$ cat src/include/rv_isa.svh
`ifndef RV_ISA_SVH
`define RV_ISA_SVH

// RV32IM major opcodes
localparam logic [6:0] INSTR_OPCODE_ALU_MUL_DIV_R = 7'b0110011;
localparam logic [6:0] INSTR_OPCODE_LSU_LOAD      = 7'b0000011;
localparam logic [6:0] INSTR_OPCODE_LSU_STORE     = 7'b0100011;
localparam logic [6:0] INSTR_OPCODE_ALU_BRANCH    = 7'b1100011;
localparam logic [6:0] INSTR_OPCODE_ALU_I         = 7'b0010011;
localparam logic [6:0] INSTR_OPCODE_ALU_JALR      = 7'b1100111;
localparam logic [6:0] INSTR_OPCODE_ALU_JAL       = 7'b1101111;
localparam logic [6:0] INSTR_OPCODE_ALU_LUI       = 7'b0110111;
localparam logic [6:0] INSTR_OPCODE_ALU_AUIPC     = 7'b0010111;
localparam logic [6:0] INSTR_OPCODE_FENCE         = 7'b0001111;
localparam logic [6:0] INSTR_OPCODE_CSR           = 7'b1110011;

// funct3 values that change decoding
localparam logic [2:0] FUNCT3_FENCE_I = 3'b001;
localparam logic [2:0] FUNCT3_SLL     = 3'b001;
localparam logic [2:0] FUNCT3_SRL_SRA = 3'b101;
localparam logic [2:0] CSR_OP_RW      = 3'b001;

// Custom machine CSR, a write to it requests a D$ flush
localparam logic [11:0] CSR_REG_DCACHE_FLUSH = 12'h7c0;

`endif

$ cat src/design/rv_frontend_pkg.sv
`default_nettype none

package rv_frontend_pkg;

`include "rv_isa.svh"

    // Instruction formats, MSB first
    typedef struct packed {
        logic [6:0] funct7;
        logic [4:0] rs2;
        logic [4:0] rs1;
        logic [2:0] funct3;
        logic [4:0] rd;
        logic [6:0] opcode;
    } r_fmt_t;

    typedef struct packed {
        logic [11:0] imm;
        logic [4:0]  rs1;
        logic [2:0]  funct3;
        logic [4:0]  rd;
        logic [6:0]  opcode;
    } i_fmt_t;

    typedef struct packed {
        logic [6:0] imm_11_5;
        logic [4:0] rs2;
        logic [4:0] rs1;
        logic [2:0] funct3;
        logic [4:0] imm_4_0;
        logic [6:0] opcode;
    } s_fmt_t;

    typedef struct packed {
        logic       imm_12;
        logic [5:0] imm_10_5;
        logic [4:0] rs2;
        logic [4:0] rs1;
        logic [2:0] funct3;
        logic [3:0] imm_4_1;
        logic       imm_11;
        logic [6:0] opcode;
    } b_fmt_t;

    typedef struct packed {
        logic [19:0] imm_31_12;
        logic [4:0]  rd;
        logic [6:0]  opcode;
    } u_fmt_t;

    typedef struct packed {
        logic       imm_20;
        logic [9:0] imm_10_1;
        logic       imm_11;
        logic [7:0] imm_19_12;
        logic [4:0] rd;
        logic [6:0] opcode;
    } j_fmt_t;

    typedef union packed {
        r_fmt_t r;
        i_fmt_t i;
        s_fmt_t s;
        b_fmt_t b;
        u_fmt_t u;
        j_fmt_t j;
    } instr_u;

    // funct7[5] then funct3, LUI and AUIPC use free codes
    typedef enum logic [3:0] {
        ALU_OP_ADD   = 4'b0000,
        ALU_OP_SLL   = 4'b0001,
        ALU_OP_SLT   = 4'b0010,
        ALU_OP_SLTU  = 4'b0011,
        ALU_OP_XOR   = 4'b0100,
        ALU_OP_SRL   = 4'b0101,
        ALU_OP_OR    = 4'b0110,
        ALU_OP_AND   = 4'b0111,
        ALU_OP_SUB   = 4'b1000,
        ALU_OP_LUI   = 4'b1010,
        ALU_OP_AUIPC = 4'b1011,
        ALU_OP_SRA   = 4'b1101
    } alu_op_e;

    typedef enum logic [1:0] {
        MUL_OP_MUL    = 2'b00,
        MUL_OP_MULH   = 2'b01,
        MUL_OP_MULHSU = 2'b10,
        MUL_OP_MULHU  = 2'b11
    } mul_op_e;

    typedef enum logic [1:0] {
        DIV_OP_DIV  = 2'b00,
        DIV_OP_DIVU = 2'b01,
        DIV_OP_REM  = 2'b10,
        DIV_OP_REMU = 2'b11
    } div_op_e;

    typedef enum logic [2:0] {
        BRANCH_OP_BEQ  = 3'b000,
        BRANCH_OP_BNE  = 3'b001,
        BRANCH_OP_BLT  = 3'b100,
        BRANCH_OP_BGE  = 3'b101,
        BRANCH_OP_BLTU = 3'b110,
        BRANCH_OP_BGEU = 3'b111
    } branch_op_e;

    typedef enum logic [2:0] {
        IMM_TYPE_I,
        IMM_TYPE_S,
        IMM_TYPE_B,
        IMM_TYPE_J,
        IMM_TYPE_U,
        IMM_TYPE_SH
    } imm_type_e;

    // One-hot, bit 0 is ALU
    typedef enum logic [3:0] {
        EXE_PIPE_INVALID = 4'b0000,
        EXE_PIPE_ALU     = 4'b0001,
        EXE_PIPE_MUL     = 4'b0010,
        EXE_PIPE_DIV     = 4'b0100,
        EXE_PIPE_LSU     = 4'b1000
    } exe_pipe_e;

    typedef struct packed {
        logic        taken;
        logic [29:0] target;
    } btp_info_t;

    typedef struct packed {
        instr_u      instr;
        logic [31:0] pc;
        logic [31:0] pc_inc;
        btp_info_t   btp_info;
    } fetch_packet_t;

    typedef struct packed {
        logic [4:0]  a1;
        logic [4:0]  a2;
        logic [4:0]  rd;
        logic [31:0] imm_ext;
        logic [31:0] pc;
        logic [31:0] pc_inc;
        btp_info_t   btp_info;
        logic        register_write;
        logic        branch;
        logic        jal;
        logic        jalr;
        branch_op_e  branch_op;
        logic        result_src;
        logic        mem_load;
        logic        mem_store;
        logic        icache_invalidate;
        logic        dcache_flush;
        alu_op_e     alu_control;
        mul_op_e     mul_control;
        div_op_e     div_control;
        logic [2:0]  lsu_control;
        logic        alu_src;
        exe_pipe_e   exe_pipe;
    } id_ix_t;

endpackage

`default_nettype wire

$ cat src/design/fetch_queue.sv
`timescale 1ns/100ps
`default_nettype none

module fetch_queue import rv_frontend_pkg::*; #(
    parameter int FQ_DEPTH = 4
) (
    input  logic          clk,
    input  logic          rst_n,
    input  logic          flush,
    input  logic          in_valid,
    output logic          in_ready,
    input  fetch_packet_t in_packet,
    output logic          out_valid,
    input  logic          out_ready,
    output fetch_packet_t out_packet
);
    localparam int PTR_W = (FQ_DEPTH > 1) ? $clog2(FQ_DEPTH) : 1;
    localparam int CNT_W = $clog2(FQ_DEPTH + 1);

    fetch_packet_t    entries [FQ_DEPTH];
    logic [PTR_W-1:0] wr_ptr;
    logic [PTR_W-1:0] rd_ptr;
    logic [CNT_W-1:0] count;
    logic             full;
    logic             push;
    logic             pop;

    function automatic logic [PTR_W-1:0] next_ptr(input logic [PTR_W-1:0] ptr);
        if (ptr == PTR_W'(FQ_DEPTH - 1)) begin
            return '0;
        end
        return ptr + 1'b1;
    endfunction

    assign full = (count == CNT_W'(FQ_DEPTH));

    // Full queue still takes a packet when the head leaves
    assign in_ready   = !flush && (!full || out_ready);
    assign out_valid  = (count != '0);
    assign out_packet = entries[rd_ptr];

    assign push = in_valid && in_ready;
    assign pop  = out_valid && out_ready;

    always_ff @(posedge clk or negedge rst_n) begin
        if (!rst_n) begin
            wr_ptr <= '0;
            rd_ptr <= '0;
            count  <= '0;
        end else if (flush) begin
            wr_ptr <= '0;
            rd_ptr <= '0;
            count  <= '0;
        end else begin
            if (push) begin
                wr_ptr <= next_ptr(wr_ptr);
            end
            if (pop) begin
                rd_ptr <= next_ptr(rd_ptr);
            end
            if (push && !pop) begin
                count <= count + 1'b1;
            end else if (pop && !push) begin
                count <= count - 1'b1;
            end
        end
    end

    always_ff @(posedge clk) begin
        if (push) begin
            entries[wr_ptr] <= in_packet;
        end
    end

endmodule

`default_nettype wire

$ cat src/design/instruction_decode.sv
`timescale 1ns/100ps
`default_nettype none

module instruction_decode import rv_frontend_pkg::*; (
    input  logic          clk,
    input  logic          rst_n,
    input  logic          flush,
    input  logic          fq_valid,
    input  fetch_packet_t fq_packet,
    output logic          fq_ready,
    output logic          id_valid,
    output id_ix_t        id_ix,
    input  logic          id_ready
);
    instr_u     instr;
    logic [2:0] funct3;
    logic [6:0] funct7;
    imm_type_e  imm_src;
    id_ix_t     dec;

    function automatic logic [31:0] select_imm(input instr_u ins, input imm_type_e kind);
        logic [31:0] imm;
        case (kind)
            IMM_TYPE_I: begin
                imm = {{20{ins.i.imm[11]}}, ins.i.imm};
            end
            IMM_TYPE_S: begin
                imm = {{20{ins.s.imm_11_5[6]}}, ins.s.imm_11_5, ins.s.imm_4_0};
            end
            IMM_TYPE_B: begin
                imm = {{19{ins.b.imm_12}}, ins.b.imm_12, ins.b.imm_11,
                       ins.b.imm_10_5, ins.b.imm_4_1, 1'b0};
            end
            IMM_TYPE_J: begin
                imm = {{11{ins.j.imm_20}}, ins.j.imm_20, ins.j.imm_19_12,
                       ins.j.imm_11, ins.j.imm_10_1, 1'b0};
            end
            // Shift amount sits in the rs2 slot
            IMM_TYPE_SH: begin
                imm = {27'b0, ins.r.rs2};
            end
            default: begin
                imm = {ins.u.imm_31_12, 12'b0};
            end
        endcase
        return imm;
    endfunction

    assign instr  = fq_packet.instr;
    assign funct3 = instr.r.funct3;
    assign funct7 = instr.r.funct7;

    // Main decoder
    always_comb begin
        dec          = '0;
        dec.a1       = instr.r.rs1;
        dec.a2       = instr.r.rs2;
        dec.rd       = instr.r.rd;
        dec.pc       = fq_packet.pc;
        dec.pc_inc   = fq_packet.pc_inc;
        dec.btp_info = fq_packet.btp_info;

        dec.alu_control = ALU_OP_ADD;
        dec.mul_control = MUL_OP_MUL;
        dec.div_control = DIV_OP_DIV;
        dec.lsu_control = funct3;
        dec.branch_op   = branch_op_e'(funct3);
        dec.exe_pipe    = EXE_PIPE_INVALID;
        imm_src         = IMM_TYPE_I;

        case (instr.r.opcode)
            INSTR_OPCODE_ALU_MUL_DIV_R: begin
                dec.register_write = 1'b1;
                dec.alu_control    = alu_op_e'({funct7[5], funct3});
                dec.mul_control    = mul_op_e'(funct3[1:0]);
                dec.div_control    = div_op_e'(funct3[1:0]);
                // M extension when funct7[0], divides have funct3[2]
                if (!funct7[0]) begin
                    dec.exe_pipe = EXE_PIPE_ALU;
                end else if (funct3[2]) begin
                    dec.exe_pipe = EXE_PIPE_DIV;
                end else begin
                    dec.exe_pipe = EXE_PIPE_MUL;
                end
            end
            INSTR_OPCODE_LSU_LOAD: begin
                dec.mem_load       = 1'b1;
                dec.alu_src        = 1'b1;
                dec.register_write = 1'b1;
                dec.a2             = '0;
                dec.exe_pipe       = EXE_PIPE_LSU;
            end
            INSTR_OPCODE_LSU_STORE: begin
                dec.mem_store = 1'b1;
                dec.alu_src   = 1'b1;
                dec.rd        = '0;
                dec.exe_pipe  = EXE_PIPE_LSU;
                imm_src       = IMM_TYPE_S;
            end
            INSTR_OPCODE_ALU_BRANCH: begin
                dec.branch   = 1'b1;
                dec.rd       = '0;
                dec.exe_pipe = EXE_PIPE_ALU;
                imm_src      = IMM_TYPE_B;
            end
            INSTR_OPCODE_ALU_I: begin
                // Only SRAI carries funct7[5]
                dec.alu_control    = alu_op_e'({(funct3 == FUNCT3_SRL_SRA) && funct7[5],
                                                funct3});
                dec.alu_src        = 1'b1;
                dec.register_write = 1'b1;
                dec.a2             = '0;
                dec.exe_pipe       = EXE_PIPE_ALU;
                if ((funct3 == FUNCT3_SLL) || (funct3 == FUNCT3_SRL_SRA)) begin
                    imm_src = IMM_TYPE_SH;
                end
            end
            INSTR_OPCODE_ALU_JALR: begin
                dec.jalr           = 1'b1;
                dec.result_src     = 1'b1;
                dec.alu_src        = 1'b1;
                dec.register_write = 1'b1;
                dec.a2             = '0;
                dec.exe_pipe       = EXE_PIPE_ALU;
            end
            INSTR_OPCODE_ALU_JAL: begin
                dec.jal            = 1'b1;
                dec.result_src     = 1'b1;
                dec.register_write = 1'b1;
                dec.a1             = '0;
                dec.a2             = '0;
                dec.exe_pipe       = EXE_PIPE_ALU;
                imm_src            = IMM_TYPE_J;
            end
            INSTR_OPCODE_ALU_LUI, INSTR_OPCODE_ALU_AUIPC: begin
                dec.register_write = 1'b1;
                dec.alu_control    = (instr.u.opcode == INSTR_OPCODE_ALU_LUI) ?
                                     ALU_OP_LUI : ALU_OP_AUIPC;
                dec.a1             = '0;
                dec.a2             = '0;
                dec.exe_pipe       = EXE_PIPE_ALU;
                imm_src            = IMM_TYPE_U;
            end
            INSTR_OPCODE_FENCE: begin
                // Plain fence has nothing to do in order
                dec.icache_invalidate = (funct3 == FUNCT3_FENCE_I);
                dec.a1                = '0;
                dec.a2                = '0;
                dec.rd                = '0;
                dec.exe_pipe          = dec.icache_invalidate ? EXE_PIPE_ALU : EXE_PIPE_INVALID;
            end
            INSTR_OPCODE_CSR: begin
                dec.dcache_flush = (funct3 == CSR_OP_RW) && (instr.i.imm == CSR_REG_DCACHE_FLUSH);
                dec.a1           = '0;
                dec.a2           = '0;
                dec.rd           = '0;
                dec.exe_pipe     = dec.dcache_flush ? EXE_PIPE_LSU : EXE_PIPE_INVALID;
            end
            default: begin
            end
        endcase

        // x0 is never written
        dec.register_write = dec.register_write && (dec.rd != '0);
        dec.imm_ext        = select_imm(instr, imm_src);
    end

    // Hold the bundle while the router is busy
    assign fq_ready = !id_valid || id_ready;

    always_ff @(posedge clk or negedge rst_n) begin
        if (!rst_n) begin
            id_valid <= 1'b0;
        end else if (flush) begin
            id_valid <= 1'b0;
        end else if (fq_ready) begin
            id_valid <= fq_valid;
        end
    end

    always_ff @(posedge clk) begin
        if (fq_valid && fq_ready) begin
            id_ix <= dec;
        end
    end

endmodule

`default_nettype wire

$ cat src/design/issue_router.sv
`timescale 1ns/100ps
`default_nettype none

module issue_router import rv_frontend_pkg::*; (
    input  logic       clk,
    input  logic       rst_n,
    input  logic       flush,
    input  logic       id_valid,
    input  id_ix_t     id_ix,
    output logic       id_ready,
    output logic [3:0] pipe_valid,
    input  logic [3:0] pipe_ready,
    output id_ix_t     issue
);
    id_ix_t slot;
    id_ix_t skid;
    logic   slot_valid;
    logic   skid_valid;
    logic   accept;
    logic   fire;
    logic   slot_free;

    // Registered ready, the skid absorbs the cycle after a stall
    assign id_ready = !skid_valid;

    // Bundles without a pipe vanish here
    assign accept = id_valid && id_ready && (id_ix.exe_pipe != EXE_PIPE_INVALID);

    assign pipe_valid = slot_valid ? slot.exe_pipe : 4'b0000;
    assign fire       = |(pipe_valid & pipe_ready);
    assign slot_free  = !slot_valid || fire;
    assign issue      = slot;

    always_ff @(posedge clk or negedge rst_n) begin
        if (!rst_n) begin
            slot_valid <= 1'b0;
            skid_valid <= 1'b0;
        end else if (flush) begin
            slot_valid <= 1'b0;
            skid_valid <= 1'b0;
        end else if (slot_free) begin
            slot_valid <= skid_valid || accept;
            skid_valid <= 1'b0;
        end else if (accept) begin
            skid_valid <= 1'b1;
        end
    end

    // Skid entry goes first to keep program order
    always_ff @(posedge clk) begin
        if (slot_free) begin
            if (skid_valid) begin
                slot <= skid;
            end else if (accept) begin
                slot <= id_ix;
            end
        end else if (accept) begin
            skid <= id_ix;
        end
    end

endmodule

`default_nettype wire

$ cat src/design/rv_frontend.sv
`timescale 1ns/100ps
`default_nettype none

module rv_frontend import rv_frontend_pkg::*; #(
    parameter int FQ_DEPTH = 4
) (
    input  logic          clk,
    input  logic          rst_n,
    input  logic          flush,
    input  logic          fetch_valid,
    output logic          fetch_ready,
    input  fetch_packet_t fetch,
    output logic [3:0]    pipe_valid,
    input  logic [3:0]    pipe_ready,
    output id_ix_t        issue
);
    logic          fq_valid;
    logic          fq_ready;
    fetch_packet_t fq_packet;
    logic          id_valid;
    logic          id_ready;
    id_ix_t        id_ix;

    fetch_queue #(
        .FQ_DEPTH (FQ_DEPTH)
    ) i_fetch_queue (
        .clk        (clk),
        .rst_n      (rst_n),
        .flush      (flush),
        .in_valid   (fetch_valid),
        .in_ready   (fetch_ready),
        .in_packet  (fetch),
        .out_valid  (fq_valid),
        .out_ready  (fq_ready),
        .out_packet (fq_packet)
    );

    instruction_decode i_instruction_decode (
        .clk       (clk),
        .rst_n     (rst_n),
        .flush     (flush),
        .fq_valid  (fq_valid),
        .fq_packet (fq_packet),
        .fq_ready  (fq_ready),
        .id_valid  (id_valid),
        .id_ix     (id_ix),
        .id_ready  (id_ready)
    );

    issue_router i_issue_router (
        .clk        (clk),
        .rst_n      (rst_n),
        .flush      (flush),
        .id_valid   (id_valid),
        .id_ix      (id_ix),
        .id_ready   (id_ready),
        .pipe_valid (pipe_valid),
        .pipe_ready (pipe_ready),
        .issue      (issue)
    );

endmodule

`default_nettype wire

$ cat config.mk
export PLATFORM = sky130hd
export DESIGN_NAME = rv_frontend
export DESIGN_NICKNAME = d
export VERILOG_FILES = /design/src/design/rv_frontend_pkg.sv /design/src/design/fetch_queue.sv /design/src/design/instruction_decode.sv /design/src/design/issue_router.sv /design/src/design/rv_frontend.sv
export VERILOG_INCLUDE_DIRS = /design/src /design/src/include
export SDC_FILE = /design/constraint.sdc
export NUM_CORES = 1
export LEC_CHECK = 0
export ABC_AREA = 1
export ABC_CLOCK_PERIOD_IN_PS = 8950
export BUFFER_PORTS_ARGS = -buffer_cell sky130_fd_sc_hd__buf_2
export CAP_MARGIN = 20
export CORE_MARGIN = 4
export CORE_UTILIZATION = 53
export DETAILED_ROUTE_END_ITERATION = 12
export GPL_TIMING_DRIVEN = 0
export PLACE_DENSITY = 0.81
export SYNTH_ARGS = -nofsm -noshare
export SYNTH_HDL_FRONTEND = slang
export SYNTH_SLANG_ARGS = --single-unit
$ cat constraint.sdc
create_clock -name clk -period 8.95 [get_ports clk]
set_input_delay 0.895 -clock clk [delete_from_list [all_inputs] [get_ports clk]]
set_output_delay 0.895 -clock clk [all_outputs]
set_load 0.1 [all_outputs]
==> results_dict.tcl, run 1 <==
set metrics [dict create \
    wl_per_cell_um 20.9 \
    grt_max_degree 39 \
    dr.pass1.iters 6 \
    crit_type "reg -> reg" \
    via_per_inst 5.40 \
    cts_tree "done" \
    finalMaxSlewViolations 0 \
    maxCapViolCount 0 \
    core_area_mm2 0.0699 \
    ys_async_sr_fraction_pct 0.987 \
    clk_pin_slew_worst_paths_ns 0.06 \
    die_w_um 273 \
    fin_ws_ns 5.40 \
    start_util_pct 53.4 \
    p_leak_nw 16.2 \
    clkPwrFrac_pct 24.0 \
    ys_seq_elements 1013 \
    die_area_mm2 0.0748 \
    rsz0062_at_grt "false" \
    p_seq_share_pct 42.3 \
    route.detailed.drc 0 \
    placed_area_mm2 0.0409 \
    rr_worst_depth 9 \
    finalWirelength_um 84700 \
    ir_drop_mv 0.317 \
    clock_skew_ns 0.0394 \
    synth_cell_type_count 46 \
    tightest_slew_ns 0.915 \
    synth_cells 2563 \
    slew-limit-headroom_pct 38.9 \
    internal_power_mw 10.1 \
    fmax_mhz 282 \
    area_growth_pct 18.1 \
    grt-ovfl-total 0 \
    synth_area_mm2 0.0374 \
    ios 310 \
    finalHoldViolCount 0 \
    setup.worst_path.start_class "flop" \
    clock_path_buffers 3 \
    grt_usage_pct 22.5 \
    dp_slack_ns 5.45 \
    synth_area_leaders "edfxtp_1 (81%), nand2_1 (6.6%), o21ai_0 (2.8%)" \
    path_max_fanout 36 \
    numCtsBuffers 98 \
    synth_area_per_cell_um2 14.6 \
    synth_flop_cell "edfxtp_1" \
    status "finished clean" \
    cts_sinks 1013 \
    reg2reg_to "i_issue_router.issue[165]" \
    cts-root-buf "clkbuf_16" \
    netlist_top_cells_count "edfxtp_1 (1003), nand2_1 (653), nor2_1 (245)" \
    required_ns 9.28 \
    ctsResizeCount 0 \
    p_comb_share_pct 33.7 \
    powerDensity_mw_per_mm2 378 \
    dp_hpwl_um 57500 \
    cts_max_level 3 \
    post_cts_buffers 0 \
    regToRegStartpoint "i_issue_router.skid_valid" \
    hold_path.class "in -> async" \
    antenna_found_initial 34 \
    finalCriticalPeriod_ns 3.55 \
    post-route-util_pct 63.1 \
    n_fill_cell 4891 \
    synth_most_common_cell "edfxtp_1" \
    drtIter0Drc 2166 \
    grt_pass1_vias 21800 \
    yosysTopAreaCellShare_pct 80.6 \
    io_buffers 309 \
    setup_viol_count_final 0 \
    synth_top_area_cell "edfxtp_1" \
    grt_pass1_wl_um 127000 \
    nets 3149 \
    synth_nets 2704 \
    via_count 21900 \
    yosys_warnings 0 \
    antenna_left 0 \
    end_kind "flop" \
    netSwitchingPower_mw 6.64 \
    finalInstanceArea_mm2 0.0441 \
    synth_edf_count 1003 \
    rrSetupSlack_ns 5.40 \
    p_total_mw 16.7 \
    gp_congestion 0.839 \
    tns_ns 0 \
    holdBufCountCts 0 \
    arrival_ns 3.88 \
    switching_share_pct 39.8 \
    clock_latency_ns 0.68 \
    fin_crit_sh_pct 39.7 \
    ys_seq_area_share_pct 81.3 \
    rows 97 \
    drive_gt1_share_pct 18.5 \
    die_y_um 273 \
]
[stage by stage]
step                      std cells  hold slack (ns)
final                          4050           0.0925
after global routing           4031           0.0765
after CTS                      4027           0.0545
after detailed placement       3848            0.432
after global placement         3812            0.428
after floorplan                2563            0.426
[flip-flops by register name, summed over array words and instances, names as in the netlist]
signal and count:
i_fetch_queue.entries 508, i_instruction_decode.id_ix 165, i_issue_router.issue 165, i_issue_router.skid 165
i_fetch_queue.count 3, i_fetch_queue.rd_ptr 2, i_fetch_queue.wr_ptr 2, i_instruction_decode.id_valid 1
i_issue_router.skid_valid 1, i_issue_router.slot_valid 1
[layer usage]
layer / routed length [um] / share of wire (%) / up-vias / track usage [%]
met5: 89 / 0.11 / - / 0
met4: 2710 / 3.2 / 18 / 7.94
met3: 8250 / 9.7 / 195 / 5.38
met2: 43300 / 51 / 1021 / 39.3
met1: 30400 / 36 / 10500 / 27.5
li1: - / - / 10200 / -
[power groups by stage]
stage / registers, mW / logic [mW] / clock network [mW]
floorplan: 9.34 / 1.99 / 0
global placement: 7.32 / 5.34 / 0
detailed placement: 7.14 / 5.60 / 0
CTS: 7.05 / 5.63 / 4.07
global route: 7.13 / 5.98 / 4.29
finish: 7.05 / 5.63 / 4.01
[area by class of cell]
cell class	count	area, um^2	share of cell area, %
diodes	23	57.6	0.130
plain buffers	127	623	1.41
clock buffers	119	2550	5.79
clock inverters	60	623	1.41
inverters	64	245	0.556
multi-input cells	1359	6170	14.0
flip-flops and latches	1013	30400	68.8
well taps	940	1180	2.67
repair buffers	345	2290	5.20
[logic make-up (layout without fill, tap and decap cells)]
logic type | count (synthesis) | in the layout | share of synthesized area (%)
and+or+nand+nor | 968 | 968 | 10.3
xor gates and xnor gates | 2 | 2 | 0.0469
buffers and inverters | 191 | 715 | 2.32
adders and majority gates | 6 | 6 | 0.221
AOI/OAI and AO/OA | 383 | 383 | 5.84
DFF | 1013 | 1013 | 81.3
other | 0 | 23 | 0
[worst max-delay path by stage]
stage / slack (ns) / from / depth (start not counted) / endpoint
after floorplan: 0.008 / flush / 3 / i_fetch_queue.entries[1][0]
after global placement: -2.79 / flush / 4 / i_fetch_queue.entries[0][54]
after detailed placement: 5.45 / i_issue_router.skid_valid / 9 / i_issue_router.issue[139]
after CTS: 5.41 / i_issue_router.skid_valid / 9 / i_issue_router.issue[126]
after global routing: 5.31 / i_issue_router.skid_valid / 9 / i_issue_router.issue[126]
final: 5.40 / i_issue_router.skid_valid / 9 / i_issue_router.issue[165]
[layout by cell type, fill, tap and decap left out, types with 7 or more instances in the layout]
| master | n |
|---|---|
| dfrtp_1 | 10 |
| buf_4 | 7 |
| buf_2 | 336 |
| o21ai_0 | 210 |
| edfxtp_1 | 1003 |
| o21ai_1 | 9 |
| nor2_1 | 238 |
| nand3_1 | 39 |
| clkbuf_16 | 99 |
| clkinv_1 | 25 |
| o22ai_1 | 97 |
| a21oi_1 | 33 |
| clkbuf_1 | 103 |
| inv_1 | 57 |
| buf_12 | 31 |
| bufinv_16 | 8 |
| diode_2 | 23 |
| clkinv_2 | 14 |
| nand2_1 | 653 |
| o21ai_2 | 10 |
| a32o_1 | 9 |
| nor2_4 | 11 |
[worst max-delay path, stage by stage (launching register included)]
cell      delay (ns)
dfrtp_1         0.33
clkbuf_1        0.51
inv_2           0.39
clkbuf_1        0.45
buf_16          0.29
nand2_1         0.07
inv_1           0.08
nor2_4          0.53
buf_12          0.28
buf_12          0.24
(Power assumes the default switching activity.)
==> run 2: changes to the inputs <==
Settings changed: ABC_AREA 1 to 0, ABC_CLOCK_PERIOD_IN_PS 8950 to 3500, CORE_UTILIZATION 53 to 59, PLACE_DENSITY 0.81 to 0.85.
Clock period 8.95 ns to 3.5 ns, I/O delays scaled along.
==> results_dict.tcl, run 2 <==
set metrics [dict create \
    cts_max_level 3 \
    synth_nets 1703 \
    path_max_fanout 23 \
    synth_cells 1562 \
    multi_input_area_mm2 0.00604 \
    grt-ovfl-total 0 \
    largest_register_ffs 508 \
    final_common_cell "edfxtp_1" \
    setup_viol_count_final 0 \
    max_stage_delay_ns 0.74 \
    synthSimpleGateAreaFrac_pct 1.97 \
    via_count 17700 \
    drtIter0Drc 1879 \
    synth_most_common_cell "edfxtp_1" \
    regToRegStartpoint "i_issue_router.skid_valid" \
    nets 2271 \
    ys_async_sr_fraction_pct 0.987 \
    tightest_slew_ns 0.900 \
    n_fill_cell 3329 \
    die_w_um 257 \
    io_buffers 309 \
    cp-startpoint "i_issue_router.skid_valid" \
    yosys_warnings 0 \
    ir_drop_mv 0.676 \
    synth_area_leaders "edfxtp_1 (82%), mux4_2 (7.8%), mux2_2 (5.1%)" \
    grt_pass1_wl_um 118000 \
    synth_top_family_by_area "multiplexers" \
    path_cells "clkbuf_8 -> clkbuf_1 -> buf_1 -> nor3_4 -> buf_16 -> buf_8 -> buf_8 -> buf_16 -> buf_8" \
    dp_hpwl_um 46800 \
    yosysTopAreaCellShare_pct 82.1 \
    grt_usage_pct 23.6 \
    route.detailed.drc 0 \
    hold_path.class "in -> async" \
    fin_crit_sh_pct 90.5 \
    clock_path_buffers 3 \
    netSwitchingPower_mw 14.1 \
    crit_family "buffers and inverters" \
    synth_top_area_cell "edfxtp_1" \
    grt_max_degree 53 \
    synthAdderAreaFrac_pct 0.225 \
    rows 91 \
    via_per_inst 5.81 \
    rrSetupSlack_ns 0.33 \
    synthXorXnorAreaFrac_pct 0.0716 \
    antenna_left 0 \
    area_growth_pct 21.4 \
    synth_edf_count 1003 \
    setup.worst_path.start_class "flop" \
    antenna_found_initial 8 \
    finalMaxSlewViolations 0 \
    clk_pin_slew_worst_paths_ns 0.06 \
    synth_cell_type_count 61 \
    rsz0062_at_grt "false" \
    netlist_top_cells_count "edfxtp_1 (1003), mux2_2 (165), mux4_2 (127)" \
    finalHoldViolCount 0 \
    cts_sinks 1013 \
    wl_per_cell_um 25.6 \
    die_area_mm2 0.0663 \
    required_ns 3.89 \
    arrival_ns 3.56 \
    numCtsBuffers 97 \
    dr.pass1.iters 5 \
    crit_top_cell "buf_8" \
    ios 310 \
    synth_area_per_cell_um2 23.5 \
    end_kind "flop" \
    gp_congestion 0.877 \
    synth_compound_area_share_pct 1.14 \
    die_y_um 257 \
    layout_common_cells "edfxtp_1 (1003), buf_2 (325), mux2_2 (165)" \
    cts-root-buf "clkbuf_16" \
    internal_power_mw 25.9 \
    tns_ns 0 \
    post-route-util_pct 72.3 \
    synth_flop_cell "edfxtp_1" \
    maxCapViolCount 0 \
    switching_share_pct 35.3 \
    rr_worst_depth 9 \
    largest-register "i_fetch_queue.entries" \
    fmax_mhz 316 \
    reg2reg_to "i_issue_router.skid[45]" \
    clock_latency_ns 0.66 \
    slew-limit-headroom_pct 39.8 \
    crit_type "reg -> reg" \
    fin_hold_ws_ns 0.115 \
    regArea_mm2 0.0304 \
    clkPwrFrac_pct 26.2 \
    clock_skew_ns 0.0248 \
    drive_gt1_share_pct 37.6 \
    p_comb_share_pct 29.6 \
    critPathBufInv 8 \
    p_seq_share_pct 44.2 \
    powerDensity_mw_per_mm2 899 \
    synth_area_mm2 0.0367 \
    start_util_pct 59.6 \
    cpMaxStageDelayCell "buf_1" \
    core_area_mm2 0.0616 \
    ys_seq_elements 1013 \
    ys_seq_area_share_pct 82.7 \
    status "finished clean" \
    finalWirelength_um 78100 \
    p_total_mw 40.1 \
    cts_tree "done" \
    finalCriticalPeriod_ns 3.17 \
    synth_mux_area_share_pct 12.9 \
    grt_pass1_vias 18900 \
    p_leak_nw 15.1 \
]
-- run 2: cells by family (layout without fill, tap and decap cells) --
family          Yosys count  after routing
flops                  1013           1013
mux                     294            294
simple gates            117            117
buf+inv                  74            722
compound gates           55             55
fa+ha+maj                 6              6
xor+xnor                  3              3
other cells               0              8
-- run 2: metrics by stage --
step / instance area (um^2) / setup WS [ns] / instances
final: 44600 / 0.331 / 3055
after global routing: 44600 / 0.0800 / 3054
after CTS: 44500 / 0.0322 / 3047
after detailed placement: 40000 / -0.179 / 2739
after global placement: 39300 / -4.58 / 2708
after floorplan: 36800 / -2.51 / 1562
-- run 2: repair_timing --
action,CTS,global route
setup buffers,0,1
setup endpoints to repair,71,31
hold buffers,129,0
pin swaps,0,1
hold endpoints to repair,520,0
gates resized for setup,8,2
-- run 2: metal layers --
layer,vias up,part of all wire [%],GRT usage (%)
met4,2,3.5,8.49
li1,7609,-,-
met5,-,0.010,0
met2,816,54,41.9
met1,9134,36,29.7
met3,184,6.4,3.97
-- run 2: worst max-delay path by stage --
stage          cells past startpoint                               to
6_report                           9          i_issue_router.skid[45]
5_1_grt                            6   i_instruction_decode.id_ix[66]
4_1_cts                            6  i_instruction_decode.id_ix[112]
3_5_place_dp                       6   i_instruction_decode.id_ix[90]
3_3_place_gp                       4          i_issue_router.skid[79]
2_1_floorplan                      3           i_issue_router.skid[0]
-- run 2: cell type report --
class                   instances  share of cell area [%]
clock inverters                68                    1.63
plain buffers                  64                   0.744
clock buffers                 111                    5.57
repair buffers                470                    7.89
well taps                     837                    2.35
inverters                       9                  0.0758
flip-flops and latches       1013                    68.2
diodes                          8                  0.0449
multi-input cells             475                    13.5
-- run 2: worst register-to-register path, delay by kind of cell, from the launching register on --
family	cells	cell delay [ns]
DFF	1	0.35
and+or+nand+nor	1	0.14
buffers and inverters	8	2.42
-- run 2: power by group through the flow --
stage	Sequential [mW]	Clock [mW]	Combinational (mW)
2_1_floorplan	22.4	0	4.30
3_3_place_gp	17.9	0	11.0
3_5_place_dp	17.9	0	11.6
4_1_cts	17.7	10.5	11.9
5_1_grt	17.9	11.2	12.4
6_report	17.7	10.5	11.9
